**src/hw/board_defs.svh**
```systemverilog
`ifndef BOARD_DEFS_SVH
`define BOARD_DEFS_SVH

// Clock and serial dividers
`define CLK_MHZ      50
`define I2S_SCK_DIV  (`CLK_MHZ / 6)       // Half sck period, 3.125 MHz bit clock
`define TM_CLK_DIV   `CLK_MHZ             // Half sio_clk period, 1 us

// Board widths
`define W_KEY        2
`define W_SW         4
`define W_LED        8
`define W_GPIO       36

// Meter decay
`define DECAY_BASE   1024                 // Cycles per decay step at rate 0

`endif

```
**src/hw/board_pkg.sv**
```systemverilog
package board_pkg;

    typedef logic signed [23:0] sample_t;     // Raw INMP441 sample
    typedef logic        [15:0] level_t;      // Top bits of |sample|
    typedef logic        [ 7:0] seg_t;        // Segment pattern, one bit per segment
    typedef logic        [ 7:0] digit_sel_t;  // One-hot digit select
    typedef logic        [ 7:0] tm_keys_t;    // TM1638 key vector

    // Meter settings from the key presses
    typedef struct packed
    {
        logic [1:0] decay_rate;               // Decay step period is DECAY_BASE << rate
        logic       hold;                     // Freeze the peak
    } meter_cfg_t;

    // TM1638 frame sequencer
    typedef enum logic [2:0]
    {
        tm_idle,                              // Frame start
        tm_command,                           // 0x40 or 0x42
        tm_address,                           // 0xC0
        tm_data,                              // 16 display bytes
        tm_key_read,                          // 4 key bytes in
        tm_strobe_gap                         // sio_stb high between groups
    } tm_state_t;

endpackage

```
**src/hw/meter_config.sv**
```systemverilog
module meter_config
(
    input  logic                  clk,
    input  logic                  reset,
    input  logic [7:0]            key,
    output board_pkg::meter_cfg_t cfg
);

    logic [1:0] key_s;       // Onboard pins are asynchronous
    logic [1:0] key_d;
    logic [1:0] key_rise;

    assign key_rise = key_s & ~key_d;

    always_ff @(posedge clk)
    begin
        if (reset)
        begin
            key_s <= '0;
            key_d <= '0;
            cfg   <= '0;                                  // Rate 0, hold off
        end
        else
        begin
            key_s <= key[1:0];                            // Upper keys unused
            key_d <= key_s;
            if (key_rise[0])
                cfg.decay_rate <= cfg.decay_rate + 2'd1;  // Wraps after 3
            if (key_rise[1])
                cfg.hold <= ~cfg.hold;
        end
    end

endmodule

```
**src/hw/level_meter.sv**
```systemverilog
`include "board_defs.svh"

module level_meter
(
    input  logic                  clk,
    input  logic                  reset,
    input  board_pkg::meter_cfg_t cfg,
    input  board_pkg::sample_t    value,
    input  logic                  value_valid,
    output logic [`W_LED - 1:0]   led,
    output board_pkg::seg_t       abcdefgh,
    output board_pkg::digit_sel_t digit
);

    import board_pkg::*;

    localparam int dcw = $clog2(`DECAY_BASE) + 4;   // Room for rate 3

    logic [23:0]      abs_value;
    level_t           magnitude;
    level_t           peak;
    logic [dcw - 1:0] decay_cnt;
    logic [dcw - 1:0] decay_len;
    logic             decay_tick;
    logic [2:0]       scan_pos;
    logic [3:0]       nibble;
    logic             blank;
    seg_t             hex_seg;

    assign abs_value  = value[23] ? -value : value;
    assign magnitude  = abs_value[23:8];
    assign decay_len  = dcw'(`DECAY_BASE) << cfg.decay_rate;
    assign decay_tick = decay_cnt >= decay_len - 1'b1;

    //--------------------------------------------------------------------
    // Peak follower

    always_ff @(posedge clk)
    begin
        if (reset)
        begin
            decay_cnt <= '0;
            peak      <= '0;
        end
        else
        begin
            decay_cnt <= decay_tick ? '0 : decay_cnt + 1'b1;
            if (!cfg.hold)
            begin
                if (value_valid && magnitude > peak)
                    peak <= magnitude;                     // New maximum
                else if (decay_tick)
                    peak <= (peak > level_t'(256)) ? peak - level_t'(256) : '0;
            end
        end
    end

    always_ff @(posedge clk)
    begin
        if (reset)
            led <= '0;
        else
            for (int n = 0; n < `W_LED; n++)
                led[n] <= (peak != '0) && ({1'b0, peak[15:13]} + 4'd1 > 4'(n));
    end

    //--------------------------------------------------------------------
    // Digit scan

    always_ff @(posedge clk)
        if (reset)
            scan_pos <= 3'd0;
        else
            scan_pos <= scan_pos + 1'b1;

    assign digit = digit_sel_t'(1) << scan_pos;

    always_comb
    begin
        blank  = 1'b0;
        nibble = peak[{scan_pos[1:0], 2'b00} +: 4];   // Low nibble first
        if (scan_pos == 3'd4)
            nibble = {2'b00, cfg.decay_rate};
        else if (scan_pos == 3'd5)
            nibble = {3'b000, cfg.hold};
        else if (scan_pos[2])
            blank = 1'b1;                             // Positions 6 and 7
    end

    always_comb
    begin
        case (nibble)
            4'h0: hex_seg = 8'hFC;
            4'h1: hex_seg = 8'h60;
            4'h2: hex_seg = 8'hDA;
            4'h3: hex_seg = 8'hF2;
            4'h4: hex_seg = 8'h66;
            4'h5: hex_seg = 8'hB6;
            4'h6: hex_seg = 8'hBE;
            4'h7: hex_seg = 8'hE0;
            4'h8: hex_seg = 8'hFE;
            4'h9: hex_seg = 8'hF6;
            4'hA: hex_seg = 8'hEE;
            4'hB: hex_seg = 8'h3E;
            4'hC: hex_seg = 8'h9C;
            4'hD: hex_seg = 8'h7A;
            4'hE: hex_seg = 8'h9E;
            default: hex_seg = 8'h8E;
        endcase
    end

    assign abcdefgh = blank ? '0 : hex_seg;

endmodule

```
**src/hw/lab_top.sv**
```systemverilog
`include "board_defs.svh"

module lab_top
(
    input  logic                  clk,
    input  logic                  reset,
    input  logic [7:0]            key,
    input  board_pkg::sample_t    value,
    input  logic                  value_valid,
    output logic [`W_LED - 1:0]   led,
    output board_pkg::seg_t       abcdefgh,
    output board_pkg::digit_sel_t digit
);

    import board_pkg::*;

    meter_cfg_t cfg;            // Rate and hold, level between blocks

    meter_config i_config
    (
        .clk         ( clk         ),
        .reset       ( reset       ),
        .key         ( key         ),
        .cfg         ( cfg         )
    );

    level_meter i_meter
    (
        .clk         ( clk         ),
        .reset       ( reset       ),
        .cfg         ( cfg         ),
        .value       ( value       ),
        .value_valid ( value_valid ),
        .led         ( led         ),
        .abcdefgh    ( abcdefgh    ),
        .digit       ( digit       )
    );

endmodule

```
**config.mk**
```make
export PLATFORM = sky130hd
export DESIGN_NAME = lab_top
export DESIGN_NICKNAME = d
export VERILOG_FILES = /design/src/hw/board_pkg.sv /design/src/hw/meter_config.sv /design/src/hw/level_meter.sv /design/src/hw/lab_top.sv
export VERILOG_INCLUDE_DIRS = /design/src /design/src/hw
export SDC_FILE = /design/constraint.sdc
export NUM_CORES = 1
export LEC_CHECK = 0
export ABC_AREA = 1
export BUFFER_PORTS_ARGS = -buffer_cell sky130_fd_sc_hd__buf_4
export CAP_MARGIN = 20
export CORE_ASPECT_RATIO = 0.75
export CORE_MARGIN = 2
export CORE_UTILIZATION = 40
export CTS_CLUSTER_DIAMETER = 80
export DETAILED_ROUTE_END_ITERATION = 7
export SLEW_MARGIN = 20
export SYNTH_ARGS = -nofsm -noshare
export SYNTH_HDL_FRONTEND = slang
export SYNTH_SLANG_ARGS = --single-unit
```
**constraint.sdc**
```tcl
create_clock -name clk -period 3.2 [get_ports clk]
set_input_delay 0.48 -clock clk [delete_from_list [all_inputs] [get_ports clk]]
set_output_delay 0.48 -clock clk [all_outputs]
set_load 0.01 [all_outputs]
```
==> flow_summary.json <==
{
  "powerDensity_nw_per_um2": 528.9,
  "yosysTopAreaCellShare_pct": 26.90,
  "required_ns": 2.72,
  "cts_tree": "built",
  "grt_max_degree": 20,
  "wl_per_cell_um": 11.62,
  "maxCapViolCount": 0,
  "cts_buffers": 5,
  "port_buffers": 51,
  "tns_ns": 0,
  "fin_area_um2": 4219,
  "ys_types": 41,
  "ir_drop_v": 0.0002867,
  "cts_hold_buf": 0,
  "final_layout_size_suffix_gt1_share_pct": 15.24,
  "initial_utilization_pct": 41.72,
  "tightestPinTransition_ns": 0.6416,
  "slew_headroom_pct": 56.90,
  "clock-sinks": 48,
  "fmax_mhz": 335.3,
  "gp_congestion": 0.8582,
  "start_kind": "register",
  "grt_use_met1_pct": 25.36,
  "cp-end-kind": "output pin",
  "ios": 59,
  "rows": 29,
  "synth_top_area_cell": "dfxtp_1",
  "vias_per_cell": 4.806,
  "grt_pass1_wl_um": 13700,
  "cts_htree_levels": 2,
  "fin_nets": 659,
  "grt-busiest-layer": "met2",
  "placed_area_um2": 4074,
  "grt_pass1_vias": 3030,
  "yosys-top-cells-count": "124 x nand2_1, 74 x nor2_1, 62 x inv_1",
  "hpwl_um": 6459,
  "yosys-top-cells-area": "dfxtp_1 27%, ha_1 14%, nand2_1 13%, nor2_1 7.8%, inv_1 6.5%",
  "fin_crit_sh_pct": 93.20,
  "hp-class": "primary input to register",
  "final_antenna_net_count": 0,
  "area_delta_synth_final_pct": 18.11,
  "skew_ns": 0.005507,
  "power.leakage_nw": 1.998,
  "setup_slack_ns": 0.2177,
  "violations": "DRC",
  "pre_cts_ws_ns": 0.07125,
  "yosysMostFrequentCell": "nand2_1",
  "synth_flop_cell": "dfxtp_1",
  "grt_use_total_pct": 17.03,
  "async_flop_share_pct": 0,
  "drt-total-wl_um": 8038,
  "yosys_warnings": 0,
  "clockBufferDepth": 2,
  "cp_max_fo": 10,
  "synth_edf_count": 0,
  "antenna_found_initial": 0,
  "core_um2": 8563,
  "synth.net_count": 605,
  "die-area_um2": 9710,
  "hold_viol_final": 0,
  "syn-mean-instance-area_um2": 6.740,
  "fp.dieH_um": 85.84,
  "ys_ff_latch": 48,
  "vias": 3326,
  "fin_util_pct": 49.27,
  "overflow": 0,
  "finalSetupViolCount": 0,
  "synth_area_um2": 3572,
  "slew_violations": 0,
  "synth-seq-area-share_pct": 26.90,
  "clkLatencyLatePin_ns": 0.29,
  "worstSetupPathType": "register to output pin",
  "clk_pin_slew_worst_paths_ns": 0.06,
  "min_period_ns": 2.982,
  "firstDrtPassIters": 7,
  "instances_no_fill": 692,
  "first_iter_violations": 257,
  "n_antenna_cell": 0,
  "dp.cells": 685,
  "die_w_um": 113.1,
  "outcome": "finished with violations",
  "cts-root-buf": "clkbuf_16",
  "critPathArrivalTime_ns": 2.50,
  "drc": 4,
  "total_power_mw": 2.231,
  "met2_usage_pct": 25.64,
  "met3_usage_pct": 3.746,
  "whs_ns": 0.3905,
  "syn_inst": 530
}
kinds of logic (layout without fill, tap and decap cells):
logic type | Yosys count | count (layout) | share of synthesized area, %
compound gates | 79 | 79 | 12.12
xor+xnor | 22 | 22 | 5.394
fa+ha+maj | 40 | 40 | 14.01
buf+inv | 74 | 128 | 8.336
flops | 48 | 48 | 26.90
other cells | 1 | 1 | 0.1050
simple gates | 266 | 266 | 33.14
worst max-delay path, stage by stage (launching register included):
cell and delay, ns:
dfxtp_4 0.39, inv_1 0.10, ha_1 0.24, nand2_1 0.13, inv_1 0.09, nor2_1 0.14
nand3_1 0.10, o21ai_2 0.11, inv_1 0.13, ha_1 0.19, or2_1 0.23, a21oi_1 0.13
nor3_1 0.06, buf_4 0.17
worst paths after layout:
path,endpoint,depth (start not counted),slack (ns),from
worst max-delay path,abcdefgh[2],13,0.22,i_meter.scan_pos[0]
worst min-delay path,i_config.key_s[0],3,0.39,key[0]
worst max register to register,i_meter.decay_cnt[11],9,0.96,i_config.cfg[1]
worst min register to register,i_config.key_d[0],2,0.43,i_config.key_s[0]
sequential cells by signal, indices dropped and copies added (netlist names):
signal,count
i_meter.decay_cnt,14
i_meter.peak,16
i_config.key_s,2
i_config.cfg,3
i_meter.led,8
i_config.key_d,2
i_meter.scan_pos,3
report_power, final:
group	internal [mW]	total [mW]	switching (mW)
combinational	0.395	1.00	0.605
sequential	0.671	0.725	0.0535
clock	0.284	0.506	0.223
placed cells by master (no fill, tap or decap), types with 3 or more instances in the layout:
cell type / synthesis / final
nor3b_1: 3 / 3
buf_4: 2 / 56
inv_1: 62 / 62
nand2_2: 4 / 4
xnor2_1: 5 / 5
nand2_1: 124 / 124
nand3_2: 3 / 3
nor2_4: 3 / 3
o211ai_1: 3 / 3
nor2_2: 3 / 3
ha_1: 40 / 40
nor2_1: 74 / 74
a21oi_1: 42 / 42
clkbuf_16: 0 / 5
o21ai_0: 21 / 21
nand4_1: 6 / 6
dfxtp_1: 48 / 47
nor3_1: 10 / 10
xor2_1: 17 / 17
nand3_1: 24 / 24
inv_2: 3 / 3
layer usage:
layer  up-vias  part of all wire, %
met4         0                 0.44
met5         -                    0
li1       1813                    -
met2        52                   42
met1      1457                   53
met3         4                  4.4
cell type report:
class	instances	area [µm²]
Clock buffer	5	125.1
Sequential cell	48	964.7
Timing Repair Buffer	56	420.4
Multi-Input combinational cell	408	2317
Tap cell	108	135.1
Inverter	65	244.0
Clock inverter	2	12.51
Fill cell	871	4344
timing repair:
action	CTS	global route
resized for setup	1	2
endpoints found under the setup margin	1	5
setup buffers	0	0
gates cloned	0	0
Note: power is estimated with default switching activity, not from simulation.
