## config.mk

```make
export PLATFORM = sky130hd
export DESIGN_NAME = inmp441_mic_i2s_receiver
export DESIGN_NICKNAME = d
export VERILOG_FILES = /design/src/hw/board_pkg.sv /design/src/hw/inmp441_mic_i2s_receiver.sv
export VERILOG_INCLUDE_DIRS = /design/src /design/src/hw
export SDC_FILE = /design/constraint.sdc
export NUM_CORES = 1
export LEC_CHECK = 0
export BUFFER_PORTS_ARGS = -buffer_cell sky130_fd_sc_hd__buf_2
export CORE_MARGIN = 2
export CORE_UTILIZATION = 30
export CTS_BUF_LIST = sky130_fd_sc_hd__clkbuf_2
export CTS_CLUSTER_DIAMETER = 50
export DETAILED_ROUTE_END_ITERATION = 10
export REMOVE_ABC_BUFFERS = 1
export SYNTH_ARGS = -nofsm -noshare
export SYNTH_HDL_FRONTEND = slang
export SYNTH_SLANG_ARGS = --single-unit
```

## constraint.sdc

```tcl
create_clock -name clk -period 2.91 [get_ports clk]
set_clock_uncertainty 0.05 [all_clocks]
set_input_delay 0.1455 -clock clk [delete_from_list [all_inputs] [get_ports clk]]
set_output_delay 0.1455 -clock clk [all_outputs]
set_load 0.02 [all_outputs]
```

## src/hw/board_defs.svh

```systemverilog
`ifndef BOARD_DEFS_SVH
`define BOARD_DEFS_SVH

// Clock and serial dividers
`define CLK_MHZ      50
`define I2S_SCK_DIV  (`CLK_MHZ / 6)       // Half sck period, 3.125 MHz bit clock
`define TM_CLK_DIV   `CLK_MHZ             // Half sio_clk period, 1 us

// Board widths
`define W_KEY        2
`define W_SW         4
`define W_LED        8
`define W_GPIO       36

// Meter decay
`define DECAY_BASE   1024                 // Cycles per decay step at rate 0

`endif

```

## src/hw/board_pkg.sv

```systemverilog
package board_pkg;

    typedef logic signed [23:0] sample_t;     // Raw INMP441 sample
    typedef logic        [15:0] level_t;      // Top bits of |sample|
    typedef logic        [ 7:0] seg_t;        // Segment pattern, one bit per segment
    typedef logic        [ 7:0] digit_sel_t;  // One-hot digit select
    typedef logic        [ 7:0] tm_keys_t;    // TM1638 key vector

    // Meter settings from the key presses
    typedef struct packed
    {
        logic [1:0] decay_rate;               // Decay step period is DECAY_BASE << rate
        logic       hold;                     // Freeze the peak
    } meter_cfg_t;

    // TM1638 frame sequencer
    typedef enum logic [2:0]
    {
        tm_idle,                              // Frame start
        tm_command,                           // 0x40 or 0x42
        tm_address,                           // 0xC0
        tm_data,                              // 16 display bytes
        tm_key_read,                          // 4 key bytes in
        tm_strobe_gap                         // sio_stb high between groups
    } tm_state_t;

endpackage

```

## src/hw/inmp441_mic_i2s_receiver.sv

```systemverilog
`include "board_defs.svh"

module inmp441_mic_i2s_receiver
(
    input  logic               clk,
    input  logic               reset,
    output logic               lr,
    output logic               ws,
    output logic               sck,
    input  logic               sd,
    output board_pkg::sample_t value,
    output logic               value_valid
);

    import board_pkg::*;

    localparam int div_w = $clog2(`I2S_SCK_DIV);

    logic [div_w - 1:0] div_cnt;
    logic               div_end;
    logic               sck_rise;
    logic               sck_fall;
    logic [5:0]         bit_cnt;     // sck periods within one ws frame
    logic               ws_d;
    logic               ws_rise;
    sample_t            shift;       // Left word being collected

    assign lr       = 1'b0;          // Mic answers in the left slot
    assign div_end  = div_cnt == div_w'(`I2S_SCK_DIV - 1);
    assign sck_rise = div_end & ~sck;
    assign sck_fall = div_end &  sck;
    assign ws       = bit_cnt[5];    // 32 sck periods per half frame
    assign ws_rise  = ws & ~ws_d;

    //--------------------------------------------------------------------
    // Bit clock and word select

    always_ff @(posedge clk)
    begin
        if (reset)
        begin
            div_cnt <= '0;
            sck     <= 1'b0;
            bit_cnt <= '0;
        end
        else
        begin
            div_cnt <= div_end ? '0 : div_cnt + 1'b1;
            if (div_end)
                sck <= ~sck;
            if (sck_fall)
                bit_cnt <= bit_cnt + 1'b1;     // ws moves on falling sck
        end
    end

    //--------------------------------------------------------------------
    // Sample capture

    always_ff @(posedge clk)
        if (sck_rise && !ws && bit_cnt[4:0] >= 5'd1 && bit_cnt[4:0] <= 5'd24)
            shift <= {shift[22:0], sd};        // Bit 0 is the I2S delay slot

    always_ff @(posedge clk)
    begin
        if (reset)
        begin
            ws_d        <= 1'b0;
            value_valid <= 1'b0;
        end
        else
        begin
            ws_d        <= ws;
            value_valid <= ws_rise;            // Left word complete
        end
    end

    always_ff @(posedge clk)
        if (ws_rise)
            value <= shift;

endmodule

```

==> results of run 1 <==
==> layer usage <==
| metal | track usage [%] | wire [um] |
|---|---|---|
| met5 | 0 | 0 |
| met1 | 9.64 | 1230 |
| met3 | 4.86 | 262 |
| met4 | 4.62 | 46 |
| met2 | 12.8 | 1300 |
==> Yosys cell counts <==
master / n
nor4_1: 2
buf_4: 2
or3_1: 1
nand2b_1: 1
nand2_1: 3
clkbuf_1: 1
nor3b_1: 2
o211ai_1: 1
xnor2_1: 2
conb_1: 1
ha_1: 5
o21bai_1: 1
a21oi_1: 3
inv_1: 2
nor2_1: 7
edfxtp_1: 48
nor2b_1: 4
nand2_2: 1
mux2_2: 1
dfxtp_1: 12
o21ai_0: 1
nor3_1: 2
nand3_1: 3
xor2_1: 1
==> final cells by class <==
class	instances	area, sq um	share of cell area [%]
Clock inverter	7	97.6	4.09
Inverter	2	7.51	0.314
Timing Repair Buffer	33	180	7.55
Sequential cell	60	1680	70.4
Tap cell	77	96.3	4.04
Clock buffer	9	45.0	1.89
Multi-Input combinational cell	42	279	11.7
==> cells in the final DEF, fill, tap and decap left out, drive strengths merged, types with 3 or more instances in the layout <==
cell type  instances
a21oi              3
buf               31
clkbuf             9
dfxtp             12
edfxtp            48
ha                 5
inv                4
nand2              4
nand3              3
nor2               7
nor2b              4
==> what timing repair did <==
item                      4_1_cts  5_1_grt
hold buffers                    2        0
hold endpoints to repair       11        0
gates resized for setup         0        0
==> through the flow <==
step           hold WS [ns]  util, %
2_1_floorplan         0.165        -
3_3_place_gp          0.293     35.0
3_5_place_dp          0.293     35.0
4_1_cts               0.304     37.6
5_1_grt               0.301     37.6
6_report              0.344     37.6
==> how the worst max path moves through the flow <==
stage	cells after the start	to
after global placement	5	shift[8]
after floorplan	4	shift[0]
final	5	shift[8]
after global routing	5	shift[8]
after CTS	5	shift[5]
after detailed placement	5	shift[4]
==> where the power goes <==
group / switching, mW / total [mW] / internal, mW
clock network: 0.316 / 0.604 / 0.288
registers: 0.00148 / 0.918 / 0.916
logic: 0.00705 / 0.0137 / 0.00667
==> critical path, delay by kind of cell, from the launching register on <==
kind / cells / cell delay (ns)
compound gates: 2 / 0.29
buf+inv: 1 / 0.31
fa+ha+maj: 2 / 0.48
flops: 1 / 0.37
==> sequential cells by signal, summed over array words and instances, names as in the netlist <==
name	flops
div_cnt	3
value	24
sck	1
ws_d	1
bit_cnt	6
shift	24
value_valid	1
==> kinds of logic (layout without fill, tap and decap cells) <==
logic type / count (synthesis) / in the layout / synth area share (%)
flip-flops: 60 / 60 / 84.9
AND/OR/NAND/NOR: 26 / 26 / 6.76
AO/OA/AOI/OAI: 6 / 6 / 1.77
adder cells (fa/ha/maj): 5 / 5 / 3.16
buffers and inverters: 5 / 51 / 1.33
XOR/XNOR: 3 / 3 / 1.33
other: 1 / 1 / 0.189
multiplexers: 1 / 1 / 0.569
==> results.cfg, run 1 <==
[run_status]
status = finished clean

[sta]
finalCritPeriodShare_pct = 62.4
rsz0062_at_grt = no
report.final.setup_viol = 0
maxSlewViolCount = 0
finalHoldViolCount = 0
finalWorstSetupSlack_ns = 1.09
period_needed_ns = 1.82
fmax_mhz = 551
setup_tns_ns = 0

[synthesis]
yosysWarnings = 0
synth.area.top_cells = edfxtp_1, dfxtp_1, ha_1, nor2_1, nor2b_1
synth.distinct_cells = 24
syn_inst = 107
syn_area_sq_um = 1980
synth_seq_area_share_pct = 84.9
ys_ff_latch = 60
syn_avg_cell_area_sq_um = 18.5
synth.top_cell.area_share_pct = 72.8
yosys.area.top_type = edfxtp_1

[job]
max_cap_violations = 0

[setup_path]
critical-path-top-cell-by-count = ha_1
crit_path_top_delay_cell = dfxtp_1
reg2reg_depth = 5
path_cells = ha_1 -> ha_1 -> o211ai_1 -> a21oi_2 -> buf_4
cp_data_required_time_ns = 3.01
critPathKind = reg2reg
timing.rr.end = shift[8]
reg2reg_from = div_cnt[0]
startpoint_type = flip-flop
worstPathArrival_ns = 1.92
critPathMaxFanout = 24
slowest_delay_ns = 0.37
r2r_setup_slack_ns = 1.09
end_kind = flip-flop
setup.worst_path.start = div_cnt[0]

[grt]
grt_pass1_wl_mm = 4.59
antenna_found_initial = 0
grt_usage_pct = 8.54
grt_max_degree = 26
overflow = 0
grt_pass1_vias = 970

[hold_path]
min_path_type = in2reg
hold_end = shift[0]
min_from = sd
min_path_cells = 2

[placed_design]
port_buffers = 29
routabilityCongestion = 0.697
placed_cells = 212
place_ws_ns = 1.10
postPlaceCellArea_sq_um = 2220
hpwlAfterDp_mm = 1.90

[floorplanning]
std_cell_rows = 29
start_util_pct = 31.2
ios = 31
die-area_sq_um = 7270
die_x_um = 85.3
coreArea_sq_um = 6350
fp.dieH_um = 85.3

[drt]
drt_wl_total_mm = 2.84
antenna_left = 0
dr.first_iter.drc_count = 58
drt-wirelength-per-cell_um = 12.4
avgViaCountPerCell = 4.30
vias = 990
drc_errors = 0
drt-pass1-iter-count = 4

[clock_tree]
clock_sinks = 60
clkTransAtPathRegs_ns = 0.17
root_buffer = clkbuf_2
htreeDepth = 3
numCtsBuffers = 9
clk_path_buf_depth = 2
cts_tree = built
post_cts_buffers = 0
clk_latency_ns = 0.47

[final_layout]
drive_gt1_share_pct = 33.3
fin_cells = 230
fin_nets = 156
fillers = 581
stdcell_area_sq_um = 2390
antenna_cells = 0
syn_to_final_growth_pct = 20.5

[pwr]
finalPower_mw = 1.54
p_leak_nw = 0.843
power_density_nw_per_um2 = 643
peakVddDrop_mv = 0.321
(Power assumes the default switching activity.)
==> inputs of run 2 (changes only) <==
--- a/config.mk
+++ b/config.mk
@@ -6,6 +6,7 @@
 export SDC_FILE = /design/constraint.sdc
 export NUM_CORES = 1
 export LEC_CHECK = 0
+export ABC_AREA = 1
 export BUFFER_PORTS_ARGS = -buffer_cell sky130_fd_sc_hd__buf_2
 export CORE_MARGIN = 2
 export CORE_UTILIZATION = 30
==> constraint.sdc (replaced) <==
create_clock -name clk -period 1.87 [get_ports clk]
set_clock_uncertainty 0.05 [all_clocks]
set_input_delay 0.0935 -clock clk [delete_from_list [all_inputs] [get_ports clk]]
set_output_delay 0.0935 -clock clk [all_outputs]
set_load 0.02 [all_outputs]
==> run 2 against run 1 <==
  * Wire length down 0.99%
  * Fmax is 6.9% higher
  * Die area rose by 0.83%
  * Area after synthesis rose by 0.88%
  * Core utilization grew 0.18 points
  * Worst setup slack got worse by 0.92 ns
  * Final area increased by 1.0%
  * Critical path type unchanged
  * Non-clock buffer count did not move
  * Largest power group unchanged
  * Power up 51%
  * Sequential power rose by 56%
  * Clock-buffer cell count rose by 1
  * Hold slack got worse by 0.027 ns
==> results.cfg, run 2 <==
[clock_tree]
numCtsBuffers = 9
holdBufCountCts = 2
root_buffer = clkbuf_2
cts_tree = built
clock_sinks = 60
clk_latency_ns = 0.44
cts.repair.resized = 0
htreeDepth = 3
clk_path_buf_depth = 2
post_cts_buffers = 0
clkTransAtPathRegs_ns = 0.13

[floorplanning]
std_cell_rows = 29
die-area_sq_um = 7330
die_x_um = 85.6
start_util_pct = 31.3
ios = 31
fp.dieH_um = 85.6
coreArea_sq_um = 6390

[synthesis]
synth.area.top_cells = edfxtp_1, dfxtp_1, ha_1, nor2_1, inv_1
synth-edff-count = 48
syn_area_sq_um = 2000
synth.distinct_cells = 16
async_flop_share_pct = 0
synth_flop_cell = edfxtp_1
syn_avg_cell_area_sq_um = 16.4
yosys.area.top_type = edfxtp_1
syn_inst = 122
synth_common_cells = edfxtp_1, nor2_1, inv_1
synth_seq_area_share_pct = 84.2
yosysWarnings = 0
yosysMostFrequentCell = edfxtp_1
ys_ff_latch = 60
synth.top_cell.area_share_pct = 72.1

[sta]
maxSlewViolCount = 0
period_needed_ns = 1.70
rsz0062_at_grt = no
setup_tns_ns = 0
finalCritPeriodShare_pct = 90.9
finalHoldViolCount = 0
fmax_mhz = 588
report.final.setup_viol = 0

[setup_path]
startpoint_type = flip-flop
critical-path-top-cell-by-count = ha_1
end_kind = flip-flop
path_cells = ha_1 -> ha_1 -> inv_1 -> nor3_1 -> nand2_1 -> nor2_2 -> buf_12
crit_path_top_delay_cell = dfxtp_1
slowest_delay_ns = 0.36
critPathMaxFanout = 24
critPathKind = reg2reg
worstPathArrival_ns = 1.80
critical_path.top_delay_family = adder cells
cp_num_buf_inv = 2
cp_data_required_time_ns = 1.97

[drt]
drt-wirelength-per-cell_um = 11.4
drt-pass1-iter-count = 4
dr.first_iter.drc_count = 32
vias = 1003
antenna_left = 0
drt_wl_total_mm = 2.81
avgViaCountPerCell = 4.08
drc_errors = 0

[grt]
grt_pass1_vias = 914
overflow = 0
grt_usage_pct = 8.45
grt_pass1_wl_mm = 4.46
antenna_found_initial = 0
grt_max_degree = 25

[final_layout]
fin_nets = 173
final_cell_mix = edfxtp_1, buf_2, inv_1, nor2_1, dfxtp_1
multi_input_area_sq_um = 265
fin_cells = 246
drive_gt1_share_pct = 30.2
stdcell_area_sq_um = 2410
fillers = 615
top_regs = shift (24), value (24), bit_cnt (6)
layout.cells.most_common = edfxtp_1
antenna_cells = 0
syn_to_final_growth_pct = 20.7
ff_latch_area_sq_um = 1680

[placed_design]
postPlaceCellArea_sq_um = 2260
hpwlAfterDp_mm = 1.86
routabilityCongestion = 0.710
port_buffers = 29
placed_cells = 229

[pwr]
peakVddDrop_mv = 0.510
p_leak_nw = 0.914
power_density_nw_per_um2 = 960
finalPower_mw = 2.32

[job]
max_cap_violations = 0

[run_status]
status = finished clean

[hold_path]
min_path_type = in2reg
run 2: cell types whose count changed after synthesis, sizes merged, moves of 3 or more:
cell / before / now
nor2b: 4 / 0
nor3: 2 / 5
nand2: 4 / 12
inv: 2 / 13
nor2: 7 / 15
run 2: logic make-up after synthesis:
family / synth area share, %
and+or+nand+nor: 8.45
AOI/OAI and AO/OA: 1.25
DFF: 84.2
buffers and inverters: 2.82
other: 0.188
adders and majority gates: 3.13
run 2: metrics by stage:
step | util (%) | setup slack, ns | hold slack (ns)
final | 37.8 | 0.171 | 0.317
after global routing | 37.8 | 0.0186 | 0.269
after CTS | 37.8 | 0.161 | 0.269
after detailed placement | 35.5 | 0.172 | 0.236
after global placement | 35.5 | 0.226 | 0.243
after floorplan | - | -0.522 | 0.116
run 2: layer usage:
layer | up-vias | GRT usage, % | wire [um]
met5 | - | 0 | 0
met4 | 0 | 4.33 | 48
met3 | 7 | 4.81 | 272
met2 | 41 | 11.7 | 1170
met1 | 443 | 10.5 | 1320
li1 | 512 | - | -
run 2: area by class of cell:
class,count,share of cell area (%)
Tap cell,77,3.99
Sequential cell,60,69.7
Multi-Input combinational cell,48,11.0
Timing Repair Buffer,33,7.99
Clock buffer,10,2.07
Clock inverter,5,3.22
Inverter,13,2.02
run 2: worst reg2reg max path, cell delays in order (launching register included):
cell and delay (ns):
dfxtp_1 0.36, ha_1 0.15, ha_1 0.22, inv_1 0.07, nor3_1 0.13, nand2_1 0.08, nor2_2 0.16, buf_12 0.20
run 2: path summary, 6_finish.rpt:
| kind | from | to | slack, ns | cells after the start |
|---|---|---|---|---|
| worst max-delay path | div_cnt[0] | shift[9] | 0.17 | 7 |
| worst min-delay path | sd | shift[0] | 0.32 | 2 |
| worst max register to register | div_cnt[0] | shift[9] | 0.17 | 7 |
| worst min register to register | div_cnt[0] | div_cnt[0] | 0.38 | 1 |
run 2: power breakdown:
part           internal (mW)  switching [mW]
clock network          0.438           0.428
logic                 0.0102          0.0133
registers               1.43         0.00205
